--- config.mk ---
export PLATFORM = sky130hd
export DESIGN_NAME = eye_tracker_top
export DESIGN_NICKNAME = d
export VERILOG_FILES = /design/src/common/eye_tracker_pkg.sv /design/src/gravity/gravity_accum.sv /design/src/gravity/gravity_divider.sv /design/src/hdl/camera_input.sv /design/src/hdl/eye_tracker_regs.sv /design/src/hdl/eye_tracker_top.sv
export VERILOG_INCLUDE_DIRS = /design/src /design/src/common
export SDC_FILE = /design/constraint.sdc
export NUM_CORES = 1
export LEC_CHECK = 0
export BUFFER_PORTS_ARGS = -buffer_cell sky130_fd_sc_hd__buf_4
export CORE_UTILIZATION = 62
export CTS_CLUSTER_DIAMETER = 60
export DETAILED_ROUTE_END_ITERATION = 16
export PLACE_DENSITY = 0.8
export SLEW_MARGIN = 20
export SYNTH_ARGS = -nofsm -noshare
export SYNTH_HDL_FRONTEND = slang
export SYNTH_SLANG_ARGS = --single-unit
--- constraint.sdc ---
create_clock -name cclk -period 4.2 [get_ports cclk]
set_input_delay 0 -clock cclk [delete_from_list [all_inputs] [get_ports cclk]]
set_output_delay 0 -clock cclk [all_outputs]
set_load 0.02 [all_outputs]
--- src/common/eye_tracker_settings.svh ---
/* Widths, test frame limits and the Wishbone register map of the eye tracker.
   Included by the package, the RTL that needs a macro and the testbench. */
`ifndef EYE_TRACKER_SETTINGS_SVH
`define EYE_TRACKER_SETTINGS_SVH

// data path widths
`define ET_PIXEL_W      8
`define ET_COORD_W      10
`define ET_SUM_S_W      20
`define ET_SUM_M_W      28
`define ET_WB_ADDR_W    4
`define ET_WB_DATA_W    32

// test frame geometry and threshold after reset
`define ET_FRAME_W      32
`define ET_FRAME_H      24
`define ET_THRESH_INIT  8'd128

// wishbone word addresses
`define ET_REG_CTRL     4'd0
`define ET_REG_THRESH   4'd1
`define ET_REG_STATUS   4'd2
`define ET_REG_FRAMES   4'd3
`define ET_REG_SUM_S    4'd4
`define ET_REG_SUM_SX   4'd5
`define ET_REG_SUM_SY   4'd6
`define ET_REG_POINT_X  4'd7
`define ET_REG_POINT_Y  4'd8

`endif

--- src/common/eye_tracker_pkg.sv ---
/* Types shared by the eye tracker RTL.
   Each module takes them with a wildcard import in its header. */
`include "eye_tracker_settings.svh"

package eye_tracker_pkg;

    // one camera sample
    typedef logic [`ET_PIXEL_W-1:0]    pixel_t;

    // column or row index inside a frame
    typedef logic [`ET_COORD_W-1:0]    coord_t;

    // number of bright pixels in a frame
    typedef logic [`ET_SUM_S_W-1:0]    sum_s_t;

    // first moment, also dividend and quotient of the divider
    typedef logic [`ET_SUM_M_W-1:0]    sum_m_t;

    // wishbone bus words
    typedef logic [`ET_WB_ADDR_W-1:0]  wb_addr_t;
    typedef logic [`ET_WB_DATA_W-1:0]  wb_data_t;

    // divider sequencing
    typedef enum logic [1:0] {
        div_idle,
        div_run,
        div_done
    } div_state_t;

endpackage

--- src/gravity/gravity_accum.sv ---
/* Binarizes the pixel stream against the threshold and accumulates the count
   and the x and y first moments of the bright pixels over one frame.
   The totals are held and flagged by sums_valid one cycle after frame_end. */
`timescale 1ns/1ps

module gravity_accum
    import eye_tracker_pkg::*;
(
    input  logic   cclk,
    input  logic   rst,
    input  logic   pix_valid,
    input  logic   frame_start,
    input  logic   frame_end,
    input  coord_t pix_x,
    input  coord_t pix_y,
    input  pixel_t pix_data,
    input  pixel_t threshold,
    input  logic   enable,
    output logic   sums_valid,
    output sum_s_t sum_s,
    output sum_m_t sum_sx,
    output sum_m_t sum_sy
);
    logic   bright;
    // running sums
    sum_s_t acc_s;
    sum_m_t acc_sx;
    sum_m_t acc_sy;
    // running sums, cleared when the frame starts
    sum_s_t base_s;
    sum_m_t base_sx;
    sum_m_t base_sy;

    assign bright = pix_valid & enable & (pix_data >= threshold);

    always_comb begin
        base_s  = frame_start ? '0 : acc_s;
        base_sx = frame_start ? '0 : acc_sx;
        base_sy = frame_start ? '0 : acc_sy;
    end

    // ------------------------------
    // accumulation
    // ------------------------------
    always_ff @(posedge cclk) begin
        if (rst) begin
            acc_s  <= '0;
            acc_sx <= '0;
            acc_sy <= '0;
        end else if (bright) begin
            acc_s  <= base_s + 1'b1;
            acc_sx <= base_sx + sum_m_t'(pix_x);
            acc_sy <= base_sy + sum_m_t'(pix_y);
        end else begin
            acc_s  <= base_s;
            acc_sx <= base_sx;
            acc_sy <= base_sy;
        end
    end

    // frame totals, stable until the next frame ends
    always_ff @(posedge cclk) begin
        if (rst) begin
            sums_valid <= 1'b0;
            sum_s      <= '0;
            sum_sx     <= '0;
            sum_sy     <= '0;
        end else begin
            sums_valid <= frame_end;
            if (frame_end) begin
                sum_s  <= acc_s;
                sum_sx <= acc_sx;
                sum_sy <= acc_sy;
            end
        end
    end

endmodule

--- src/gravity/gravity_divider.sv ---
/* Restoring shift-subtract divider for one gravity coordinate.
   start is taken in idle only; done pulses 29 cycles later with the
   quotient rounded down. A zero divisor yields a zero quotient. */
`timescale 1ns/1ps
`include "eye_tracker_settings.svh"

module gravity_divider
    import eye_tracker_pkg::*;
(
    input  logic   cclk,
    input  logic   rst,
    input  logic   start,
    input  sum_m_t dividend,
    input  sum_s_t divisor,
    output sum_m_t quotient,
    output logic   done
);
    div_state_t state;
    logic [$clog2(`ET_SUM_M_W)-1:0] bit_cnt;

    // dividend bits shift out on the left, quotient bits in on the right
    sum_m_t quo;
    sum_s_t rem;
    sum_s_t dvs;

    // one extra bit for the borrow
    logic [`ET_SUM_S_W:0] trial;
    logic [`ET_SUM_S_W:0] diff;
    logic                 take;

    assign trial = {rem, quo[`ET_SUM_M_W-1]};
    assign diff  = trial - {1'b0, dvs};
    assign take  = ~diff[`ET_SUM_S_W] & (dvs != '0);

    // ------------------------------
    // sequencing
    // ------------------------------
    always_ff @(posedge cclk) begin
        if (rst) begin
            state   <= div_idle;
            bit_cnt <= '0;
        end else begin
            case (state)
                div_idle: begin
                    bit_cnt <= '0;
                    if (start) begin
                        state <= div_run;
                    end
                end
                div_run: begin
                    bit_cnt <= bit_cnt + 1'b1;
                    // last quotient bit
                    if (bit_cnt == ($clog2(`ET_SUM_M_W))'(`ET_SUM_M_W - 1)) begin
                        state <= div_done;
                    end
                end
                default: begin
                    state <= div_idle;
                end
            endcase
        end
    end

    // datapath
    always_ff @(posedge cclk) begin
        if (state == div_idle && start) begin
            quo <= dividend;
            rem <= '0;
            dvs <= divisor;
        end else if (state == div_run) begin
            quo <= {quo[`ET_SUM_M_W-2:0], take};
            rem <= take ? diff[`ET_SUM_S_W-1:0] : trial[`ET_SUM_S_W-1:0];
        end
    end

    assign quotient = quo;
    assign done     = (state == div_done);

endmodule

--- src/hdl/camera_input.sv ---
/* Camera Link style input stage. Samples fval, lval, dval and the pixel lane,
   then gives pixel valid with its column and row plus frame start and end
   pulses, all two cycles after the pins. */
`timescale 1ns/1ps

module camera_input
    import eye_tracker_pkg::*;
(
    input  logic   cclk,
    input  logic   rst,
    input  logic   fval,
    input  logic   lval,
    input  logic   dval,
    input  pixel_t data,
    output logic   pix_valid,
    output coord_t pix_x,
    output coord_t pix_y,
    output pixel_t pix_data,
    output logic   frame_start,
    output logic   frame_end
);
    // first register stage on the pins
    logic   fval_q1;
    logic   lval_q1;
    logic   dval_q1;
    pixel_t data_q1;
    // previous strobes, for the edges
    logic   fval_q2;
    logic   lval_q2;

    logic   frame_rise;
    logic   frame_fall;
    logic   line_rise;
    logic   line_fall;
    logic   valid_q1;
    coord_t col_cnt;
    coord_t row_cnt;
    coord_t col_now;
    coord_t row_now;

    always_ff @(posedge cclk) begin
        if (rst) begin
            fval_q1 <= 1'b0;
            lval_q1 <= 1'b0;
            dval_q1 <= 1'b0;
            fval_q2 <= 1'b0;
            lval_q2 <= 1'b0;
        end else begin
            fval_q1 <= fval;
            lval_q1 <= lval;
            dval_q1 <= dval;
            fval_q2 <= fval_q1;
            lval_q2 <= lval_q1;
        end
    end

    always_ff @(posedge cclk) begin
        data_q1 <= data;
    end

    assign frame_rise = fval_q1 & ~fval_q2;
    assign frame_fall = ~fval_q1 & fval_q2;
    assign line_rise  = lval_q1 & ~lval_q2;
    assign line_fall  = ~lval_q1 & lval_q2;
    assign valid_q1   = fval_q1 & lval_q1 & dval_q1;

    // counters restart on the edge itself so the first pixel gets index 0
    assign col_now = line_rise ? '0 : col_cnt;
    assign row_now = frame_rise ? '0 : row_cnt;

    // ------------------------------
    // column and row counters
    // ------------------------------
    always_ff @(posedge cclk) begin
        if (rst) begin
            col_cnt <= '0;
            row_cnt <= '0;
        end else begin
            col_cnt <= valid_q1 ? col_now + 1'b1 : col_now;
            row_cnt <= line_fall ? row_now + 1'b1 : row_now;
        end
    end

    // second stage, outputs
    always_ff @(posedge cclk) begin
        if (rst) begin
            pix_valid   <= 1'b0;
            frame_start <= 1'b0;
            frame_end   <= 1'b0;
        end else begin
            pix_valid   <= valid_q1;
            frame_start <= frame_rise;
            frame_end   <= frame_fall;
        end
    end

    always_ff @(posedge cclk) begin
        pix_x    <= col_now;
        pix_y    <= row_now;
        pix_data <= data_q1;
    end

endmodule

--- src/hdl/eye_tracker_regs.sv ---
/* Wishbone classic slave register bank of the eye tracker.
   Holds threshold and enable, counts frames and latches the sums and the
   gravity point when a result arrives. One ack per access, no wait states. */
`timescale 1ns/1ps
`include "eye_tracker_settings.svh"

module eye_tracker_regs
    import eye_tracker_pkg::*;
(
    input  logic     cclk,
    input  logic     rst,
    input  logic     wb_cyc,
    input  logic     wb_stb,
    input  logic     wb_we,
    input  wb_addr_t wb_adr,
    input  wb_data_t wb_dat_w,
    output wb_data_t wb_dat_r,
    output logic     wb_ack,
    input  logic     sums_valid,
    input  logic     result_valid,
    input  sum_s_t   sum_s,
    input  sum_m_t   sum_sx,
    input  sum_m_t   sum_sy,
    input  sum_m_t   point_x,
    input  sum_m_t   point_y,
    output pixel_t   threshold,
    output logic     enable
);
    logic     req;
    logic     ready;
    wb_data_t frame_cnt;
    wb_data_t rd_mux;
    // results as seen by the host
    sum_s_t   lat_s;
    sum_m_t   lat_sx;
    sum_m_t   lat_sy;
    sum_m_t   lat_px;
    sum_m_t   lat_py;

    // new access, ack not yet given
    assign req = wb_cyc & wb_stb & ~wb_ack;

    always_comb begin
        case (wb_adr)
            `ET_REG_CTRL:    rd_mux = wb_data_t'(enable);
            `ET_REG_THRESH:  rd_mux = wb_data_t'(threshold);
            `ET_REG_STATUS:  rd_mux = wb_data_t'(ready);
            `ET_REG_FRAMES:  rd_mux = frame_cnt;
            `ET_REG_SUM_S:   rd_mux = wb_data_t'(lat_s);
            `ET_REG_SUM_SX:  rd_mux = wb_data_t'(lat_sx);
            `ET_REG_SUM_SY:  rd_mux = wb_data_t'(lat_sy);
            `ET_REG_POINT_X: rd_mux = wb_data_t'(lat_px);
            `ET_REG_POINT_Y: rd_mux = wb_data_t'(lat_py);
            default:         rd_mux = '0;
        endcase
    end

    // ------------------------------
    // bus handshake and control
    // ------------------------------
    always_ff @(posedge cclk) begin
        if (rst) begin
            wb_ack    <= 1'b0;
            enable    <= 1'b1;
            threshold <= `ET_THRESH_INIT;
        end else begin
            wb_ack <= req;
            if (req && wb_we && wb_adr == `ET_REG_CTRL) begin
                enable <= wb_dat_w[0];
            end
            if (req && wb_we && wb_adr == `ET_REG_THRESH) begin
                threshold <= wb_dat_w[`ET_PIXEL_W-1:0];
            end
        end
    end

    always_ff @(posedge cclk) begin
        if (req && !wb_we) begin
            wb_dat_r <= rd_mux;
        end
    end

    // ------------------------------
    // status and results
    // ------------------------------
    always_ff @(posedge cclk) begin
        if (rst) begin
            ready     <= 1'b0;
            frame_cnt <= '0;
            lat_s     <= '0;
            lat_sx    <= '0;
            lat_sy    <= '0;
            lat_px    <= '0;
            lat_py    <= '0;
        end else begin
            if (sums_valid) begin
                frame_cnt <= frame_cnt + 1'b1;
            end
            // a new result wins over a clearing read
            if (result_valid) begin
                ready  <= 1'b1;
                lat_s  <= sum_s;
                lat_sx <= sum_sx;
                lat_sy <= sum_sy;
                lat_px <= point_x;
                lat_py <= point_y;
            end else if (req && !wb_we && wb_adr == `ET_REG_STATUS) begin
                ready <= 1'b0;
            end
        end
    end

endmodule

--- src/hdl/eye_tracker_top.sv ---
/* Top level of the eye tracker measurement path on the camera clock.
   Camera input feeds the moment accumulator, two dividers find the
   gravity point and the Wishbone register bank exposes the results. */
`timescale 1ns/1ps

module eye_tracker_top
    import eye_tracker_pkg::*;
(
    input  logic     cclk,
    input  logic     rst,
    // camera pins
    input  logic     fval,
    input  logic     lval,
    input  logic     dval,
    input  pixel_t   data,
    // wishbone slave
    input  logic     wb_cyc,
    input  logic     wb_stb,
    input  logic     wb_we,
    input  wb_addr_t wb_adr,
    input  wb_data_t wb_dat_w,
    output wb_data_t wb_dat_r,
    output logic     wb_ack
);
    logic   pix_valid;
    coord_t pix_x;
    coord_t pix_y;
    pixel_t pix_data;
    logic   frame_start;
    logic   frame_end;

    pixel_t threshold;
    logic   enable;

    logic   sums_valid;
    sum_s_t sum_s;
    sum_m_t sum_sx;
    sum_m_t sum_sy;

    sum_m_t point_x;
    sum_m_t point_y;
    logic   done_x;
    logic   done_y;
    logic   result_valid;

    camera_input u_camera_input (
        .cclk        (cclk),
        .rst         (rst),
        .fval        (fval),
        .lval        (lval),
        .dval        (dval),
        .data        (data),
        .pix_valid   (pix_valid),
        .pix_x       (pix_x),
        .pix_y       (pix_y),
        .pix_data    (pix_data),
        .frame_start (frame_start),
        .frame_end   (frame_end)
    );

    gravity_accum u_gravity_accum (
        .cclk        (cclk),
        .rst         (rst),
        .pix_valid   (pix_valid),
        .frame_start (frame_start),
        .frame_end   (frame_end),
        .pix_x       (pix_x),
        .pix_y       (pix_y),
        .pix_data    (pix_data),
        .threshold   (threshold),
        .enable      (enable),
        .sums_valid  (sums_valid),
        .sum_s       (sum_s),
        .sum_sx      (sum_sx),
        .sum_sy      (sum_sy)
    );

    // ------------------------------
    // gravity point, x and y in step
    // ------------------------------
    gravity_divider div_x (
        .cclk     (cclk),
        .rst      (rst),
        .start    (sums_valid),
        .dividend (sum_sx),
        .divisor  (sum_s),
        .quotient (point_x),
        .done     (done_x)
    );

    gravity_divider div_y (
        .cclk     (cclk),
        .rst      (rst),
        .start    (sums_valid),
        .dividend (sum_sy),
        .divisor  (sum_s),
        .quotient (point_y),
        .done     (done_y)
    );

    // both dividers finish in the same cycle
    assign result_valid = done_x & done_y;

    eye_tracker_regs u_eye_tracker_regs (
        .cclk         (cclk),
        .rst          (rst),
        .wb_cyc       (wb_cyc),
        .wb_stb       (wb_stb),
        .wb_we        (wb_we),
        .wb_adr       (wb_adr),
        .wb_dat_w     (wb_dat_w),
        .wb_dat_r     (wb_dat_r),
        .wb_ack       (wb_ack),
        .sums_valid   (sums_valid),
        .result_valid (result_valid),
        .sum_s        (sum_s),
        .sum_sx       (sum_sx),
        .sum_sy       (sum_sy),
        .point_x      (point_x),
        .point_y      (point_y),
        .threshold    (threshold),
        .enable       (enable)
    );

endmodule

==> run_results.csv, run 1 <==
group,metric,value,unit
status,status,"completed",
timing,fin_skew,0.0312,ns
placement,place.detailed.hpwl,41.9,mm
worst_setup_path,crit_type,"flop to flop",
timing,fin_crit,3.51,ns
yosys,synthTopCellsByArea,"dfxtp_1 35%, edfxtp_1 15%, nand2_1 6.2%",
worst_setup_path,max_stage_delay,0.55,ns
timing,hold_violations,0,
die,pin_count,85,
worst_setup_path,start_kind,"flop",
job,maxCapViolCount,0,
yosys,ys.warnings.count,0,
route,drtAntennaViolNets,0,
yosys,yosysSeqAreaShare,0.507,
yosys,synth-edff-count,128,
route,routed_wl,62.8,mm
power_and_ir_drop,p_per_area,445,nW/um2
global_route,first_global_vias,18700,
route,wl_per_cell,19.2,um
cts,cts_sinks,574,
yosys,ys.flop_type,"dfxtp_1",
yosys,syn_inst,2648,
die,core_area,39900,um2
route,vias,19600,
worst_setup_path,crit_path_frequent_cell,"a21oi_2",
cts,cts.htree.levels,2,
timing,fmax,285,MHz
route,drt-pass1-iter-count,6,
timing,whs,0.0418,ns
placement,globalplace.congestion,0.895,
global_route,antenna_found_initial,1,
worst_setup_path,path_max_fanout,11,
placement,io_buffer_count,60,
route,drt_iter0_markers,1867,
cts,clock_path_buffers,3,
cts,clk_latency,0.61,ns
die,start_util,0.631,
yosys,synth_area,25200,um2
global_route,grt_pass1_wl,99.4,mm
worst_setup_path,required,4.67,ns
global_route,grt_usage,0.303,
yosys,synth_fp_nets,2778,
timing,tightest_slew,1.20,ns
cts,clk_pin_slew_worst_paths,0.06,ns
timing,setup_violations,0,
yosys,postSynth.asyncResetShare,0,
finish,nets,2828,
hold_path,hold_path_class,"input port to flop",
finish,final_util,0.710,
power_and_ir_drop,leakage,10.4,nW
yosys,synth_area_leader_cell,"dfxtp_1",
cts,root_buffer,"clkbuf_16",
yosys,synth_top_area_frac,0.355,
finish,area_growth,12.6,%
worst_setup_path,cp_cell_sequence,"ha_1 -> fa_1 -> and2b_1 -> o31ai_1 -> a21oi_2 -> a21oi_2 -> or4_4 -> and3_1 -> a32o_1 -> or3_1",
die,die_width,204,um
yosys,synth_cell_types,73,
finish,fillCellCount,2846,
worst_setup_path,end_kind,"flop",
worst_setup_path,cp_data_arrival_time,3.98,ns
worst_setup_path,cp_slowest_cell,"or4_4",
timing,post-route-period-util,0.837,
finish,final_cells,3271,
yosys,syn_area_per_cell,9.51,um2
cts,cts_tree,"yes",
yosys,ys_ff_latch,574,
global_route,grt_overflow,0,
placement,dp.cells,3126,
timing,rsz0062_at_grt,"no",
cts,cts_buffers,58,
route,vias_per_cell,6.00,
power_and_ir_drop,peakVddDrop,0.278,mV
die,die_h,204,um
timing,slew-limit-headroom,0.201,
finish,antennaDiodeCount,0,
die,num_rows,73,
timing,fin_setup_tns,0,ns
finish,drive_gt1_frac,0.100,
timing,finalMaxSlewViolations,0,
route,route.detailed.drc,0,
die,dieArea,41400,um2
global_route,grt_max_degree,100,
[per-stage QoR]
stage               power (W)  worst slack [ns]  cell area (um2)
floorplan             0.00717             0.871            25200
finish                 0.0126             0.686            28400
detailed placement    0.00747             0.735            26000
CTS                    0.0126             0.702            28300
global placement      0.00741             0.828            26000
global route           0.0131             0.530            28400
[registers in the layout, indices dropped and copies added (netlist names), 10 cells and up]
signal,flops
u_eye_tracker_regs.frame_cnt,32
u_eye_tracker_regs.wb_dat_r,32
div_x.quotient,28
div_y.quotient,28
u_eye_tracker_regs.lat_px,28
u_eye_tracker_regs.lat_py,28
u_eye_tracker_regs.lat_sx,28
u_eye_tracker_regs.lat_sy,28
u_gravity_accum.acc_sx,28
u_gravity_accum.acc_sy,28
u_gravity_accum.sum_sx,28
u_gravity_accum.sum_sy,28
div_x.dvs,20
div_x.rem,20
div_y.dvs,20
div_y.rem,20
u_eye_tracker_regs.lat_s,20
u_gravity_accum.acc_s,20
u_gravity_accum.sum_s,20
u_camera_input.col_cnt,10
u_camera_input.pix_x,10
u_camera_input.pix_y,10
u_camera_input.row_cnt,10
[where the power goes]
group / internal, W / total (W) / switching, W
sequential: 0.00578 / 0.00591 / 0.000126
combinational: 0.000654 / 0.00150 / 0.000842
clock: 0.00308 / 0.00521 / 0.00214
total: 0.00951 / 0.0126 / 0.00311
[layout by cell type (no fill, tap or decap), drive strengths merged, types with 21 or more instances in the layout]
| cell type | instances |
|---|---|
| a21oi | 203 |
| a22oi | 57 |
| and2 | 39 |
| and3 | 26 |
| buf | 90 |
| clkbuf | 91 |
| dfxtp | 446 |
| dlygate4sd3 | 37 |
| edfxtp | 128 |
| ha | 74 |
| inv | 84 |
| mux2 | 66 |
| mux2i | 119 |
| nand2 | 414 |
| nand3 | 71 |
| nand4 | 24 |
| nor2 | 237 |
| nor2b | 54 |
| nor3 | 30 |
| nor4 | 21 |
| o21ai | 77 |
| or3 | 23 |
| xnor2 | 80 |
| xor2 | 54 |
[Yosys cell counts, types with 4 or more instances]
| master | instances |
|---|---|
| clkbuf_1 | 112 |
| or4_1 | 6 |
| nor3b_1 | 8 |
| a311oi_1 | 4 |
| and4_1 | 6 |
| and2_1 | 38 |
| o31ai_1 | 7 |
| a22oi_1 | 57 |
| o2111ai_1 | 4 |
| or3_1 | 23 |
| nand3_1 | 71 |
| buf_1 | 19 |
| nand3b_1 | 8 |
| o211ai_1 | 10 |
| nor2_1 | 237 |
| xnor2_1 | 80 |
| nor3_1 | 29 |
| a211oi_1 | 7 |
| nand2b_1 | 15 |
| nand2_1 | 414 |
| mux2i_1 | 119 |
| or2_2 | 4 |
| nor4_1 | 20 |
| o21ai_1 | 25 |
| a21oi_1 | 201 |
| a222oi_1 | 13 |
| fa_1 | 4 |
| dfxtp_1 | 446 |
| mux2_2 | 66 |
| xor2_1 | 54 |
| a31o_2 | 4 |
| ha_1 | 74 |
| nor2b_1 | 54 |
| a31oi_1 | 13 |
| nand4_1 | 24 |
| o21ai_0 | 51 |
| and3_1 | 26 |
| inv_1 | 82 |
| a21o_1 | 15 |
| edfxtp_1 | 128 |
| o21a_1 | 14 |
[critical path: cells and delay by family (launching register included)]
family,cells,cell delay [ns]
adder cells (fa/ha/maj),2,0.67
AO/OA/AOI/OAI,4,0.81
AND/OR/NAND/NOR,4,1.47
flip-flops,1,0.42
[worst paths after layout]
| check | start | to | slack [ns] | cells past startpoint |
|---|---|---|---|---|
| worst max-delay path | div_x.dvs[0] | div_x.rem[17] | 0.69 | 10 |
| worst min-delay path | data[7] | u_camera_input.data_q1[7] | 0.04 | 2 |
| worst max register to register | div_x.dvs[0] | div_x.rem[17] | 0.69 | 10 |
| worst min register to register | u_camera_input.data_q1[5] | u_camera_input.pix_data[5] | 0.33 | 0 |
[routing by layer]
layer	routed length, um	up-vias	track usage
met2	28500	786	0.477
met4	2010	0	0.104
met5	0	-	0
met3	5250	129	0.0531
li1	-	9322	-
met1	27100	9396	0.420
[timing repair]
action	4_1_cts	5_1_grt
setup buffers	0	0
resized for setup	0	0
endpoints found under the hold margin	111	0
hold buffers	37	0
[cells by family (layout without fill, tap and decap cells)]
kind of cell,after synthesis,after routing,synth area share
and+or+nand+nor,994,994,0.180
DFF,574,574,0.507
AOI/OAI and AO/OA,463,463,0.114
buffers and inverters,219,317,0.0339
muxes,186,186,0.0777
xor gates and xnor gates,134,134,0.0466
adders and majority gates,78,78,0.0400
[area by class of cell]
| cell class | count | area, um2 | share of cell area |
|---|---|---|---|
| timing repair buffer | 127 | 1050 | 0.0372 |
| tap | 525 | 657 | 0.0232 |
| sequential | 574 | 12800 | 0.451 |
| clock inverter | 17 | 206 | 0.00728 |
| multi-input combinational | 1855 | 11600 | 0.410 |
| clock buffer | 91 | 1740 | 0.0612 |
| inverter | 82 | 308 | 0.0109 |
Note: power is estimated with default switching activity, not from simulation.
==> run 2: changes to the inputs <==
--- a/config.mk
+++ b/config.mk
@@ -7,10 +7,10 @@
 export NUM_CORES = 1
 export LEC_CHECK = 0
 export BUFFER_PORTS_ARGS = -buffer_cell sky130_fd_sc_hd__buf_4
-export CORE_UTILIZATION = 62
+export CORE_UTILIZATION = 56
 export CTS_CLUSTER_DIAMETER = 60
 export DETAILED_ROUTE_END_ITERATION = 16
-export PLACE_DENSITY = 0.8
+export PLACE_DENSITY = 0.76
 export SLEW_MARGIN = 20
 export SYNTH_ARGS = -nofsm -noshare
 export SYNTH_HDL_FRONTEND = slang
==> constraint.sdc (replaced) <==
create_clock -name cclk -period 2.9 [get_ports cclk]
set_input_delay 0 -clock cclk [delete_from_list [all_inputs] [get_ports cclk]]
set_output_delay 0 -clock cclk [all_outputs]
set_load 0.02 [all_outputs]
==> run_results.csv, run 2 (synthesized netlist as in run 1, its figures left out) <==
group,metric,value,unit
worst_setup_path,max_stage_delay,0.44,ns
hold_path,min_from,"data[1]",
finish,postLayoutCellArea,29200,um2
die,num_rows,77,
hold_path,hold_path_depth,2,
cts,clock_path_buffers,3,
route,vias,20000,
cts,cts.htree.levels,2,
route,drt_iter0_markers,1885,
global_route,first_global_vias,19300,
timing,fin_skew,0.0245,ns
placement,io_buffer_count,60,
power_and_ir_drop,p_per_area,643,nW/um2
finish,final_common_cell,"dfxtp_1",
timing,fin_setup_tns,-0.0209,ns
route,vias_per_cell,5.89,
finish,antennaDiodeCount,0,
finish,drive_gt1_frac,0.135,
worst_setup_path,start_kind,"flop",
global_route,grtUsageMet1,0.374,
timing,post-route-period-util,1.01,
global_route,grtUsageMet2,0.442,
timing,setup_violations,1,
finish,reg_top3,"u_eye_tracker_regs.frame_cnt: 32 flops, u_eye_tracker_regs.wb_dat_r: 32 flops",
cts,clk_latency,0.62,ns
power_and_ir_drop,peakVddDrop,0.447,mV
global_route,grt_overflow,0,
status,status,"complete, but fails checks",
global_route,grt_max_degree,173,
finish,fillCellCount,3375,
cts,root_buffer,"clkbuf_16",
route,routed_wl,65.2,mm
timing,slew-limit-headroom,0.240,
cts,cts_tree,"yes",
timing,tightest_slew,1.14,ns
placement,placed_area,26500,um2
placement,globalplace.congestion,0.871,
timing,hold_violations,0,
route,drt-pass1-iter-count,6,
die,dieArea,45800,um2
worst_setup_path,path_max_fanout,6,
global_route,grt_use_met3,0.0577,
die,core_area,44300,um2
hold_path,hold_end,"u_camera_input.data_q1[1]",
timing,rsz0062_at_grt,"yes",
job,maxCapViolCount,0,
worst_setup_path,cp_data_arrival_time,3.40,ns
timing,fin_crit,2.92,ns
placement,dp.cells,3226,
global_route,grt_busiest_layer,"met2",
route,wl_per_cell,19.2,um
global_route,grt_usage,0.278,
die,die_h,214,um
timing,setup_ws,-0.0209,ns
worst_setup_path,required,3.38,ns
worst_setup_path,cp_slowest_cell,"or4_4",
worst_setup_path,reg2reg_depth,12,
die,die_width,214,um
cts,clk_pin_slew_worst_paths,0.06,ns
hold_path,hold_path_class,"input port to flop",
global_route,antenna_found_initial,0,
worst_setup_path,cp_cell_sequence,"ha_4 -> fa_2 -> and2b_2 -> o31ai_4 -> a21oi_2 -> a21oi_2 -> or4_4 -> and3_4 -> buf_6 -> buf_6 -> a32oi_1 -> o31ai_1",
worst_setup_path,end_kind,"flop",
worst_setup_path,rrSetupSlack,-0.02,ns
die,start_util,0.568,
placement,place.detailed.hpwl,44.3,mm
cts,cts_sinks,574,
status,violations,"setup timing",
route,drtAntennaViolNets,0,
route,route.detailed.drc,0,
die,pin_count,85,
worst_setup_path,r2r_start,"div_x.dvs[0]",
power_and_ir_drop,leakage,10.8,nW
finish,area_growth,16.1,%
global_route,grt_pass1_wl,103,mm
finish,final_cells,3390,
worst_setup_path,r2r_end,"div_x.rem[16]",
finish,mostFrequentLayoutCells,"443 x dfxtp_1, 413 x nand2_1, 235 x nor2_1, 198 x a21oi_1, 128 x edfxtp_1",
cts,cts_buffers,58,
timing,finalMaxSlewViolations,0,
finish,nets,2880,
timing,fmax,342,MHz
worst_setup_path,crit_type,"flop to flop",
-- run 2: cell types whose count changed in the layout (fill, tap and decap cells not counted), moves of 5 or more --
cell	change
buf_4	+35
buf_6	+13
clkbuf_1	-10
o21ai_0	-9
buf_12	+8
ha_1	-8
clkinv_1	+5
o21ai_2	+5
-- run 2: worst max-delay path: cells and delay by family (launching register included) --
family	cells	cell delay [ns]
adder cells (fa/ha/maj)	2	0.55
AND/OR/NAND/NOR	3	0.92
flip-flops	1	0.43
AO/OA/AOI/OAI	5	0.63
buffers and inverters	2	0.24
-- run 2: power by group --
group	switching (W)	total, W	internal [W]
combinational	0.00136	0.00256	0.00120
clock	0.00317	0.00768	0.00451
sequential	0.000190	0.00856	0.00837
-- run 2: cell type report --
cell class              count  area [um2]  area share
clock inverters            25         218     0.00745
well taps                 592         741      0.0253
multi-input cells        1855       11800       0.405
inverters                  82         308      0.0105
clock buffers              83        1770      0.0606
repair buffers            179        1580      0.0541
flip-flops and latches    574       12800       0.437
-- run 2: what timing repair did --
action / CTS / global route
resized for setup: 5 / 64
hold buffers: 33 / 0
pin swaps: 4 / 27
setup buffers: 8 / 15
endpoints found under the hold margin: 101 / 0
endpoints found under the setup margin: 9 / 73
gates cloned: 0 / 1
-- run 2: routing by layer --
| metal | share of wire | up-vias |
|---|---|---|
| met5 | 0 | - |
| met4 | 0.030 | 0 |
| met3 | 0.085 | 133 |
| met2 | 0.46 | 776 |
| met1 | 0.42 | 9630 |
| li1 | - | 9437 |
-- run 2: metrics by stage --
step / setup WS (ns) / util / hold WS [ns] / power [W]
2_1_floorplan: -0.000188 / - / 0.0277 / 0.0104
6_report: -0.0209 / 0.660 / 0.0389 / 0.0188
3_5_place_dp: -0.0218 / 0.598 / 0.107 / 0.0109
4_1_cts: -0.0174 / 0.652 / 0.00159 / 0.0186
3_3_place_gp: 0.0378 / 0.598 / 0.105 / 0.0108
5_1_grt: -0.176 / 0.660 / 0.0296 / 0.0195
-- run 2: worst max-delay path by stage --
stage | from | to | slack [ns] | cells past startpoint
final | div_x.dvs[0] | div_x.rem[16] | -0.02 | 12
after floorplan | div_x.dvs[0] | div_x.rem[17] | -0.0002 | 11
after CTS | div_x.dvs[0] | div_x.rem[17] | -0.02 | 10
after detailed placement | div_x.dvs[0] | div_x.rem[17] | -0.02 | 10
after global placement | div_x.quotient[27] | div_x.rem[17] | 0.04 | 11
after global routing | div_x.dvs[0] | div_x.rem[16] | -0.18 | 12
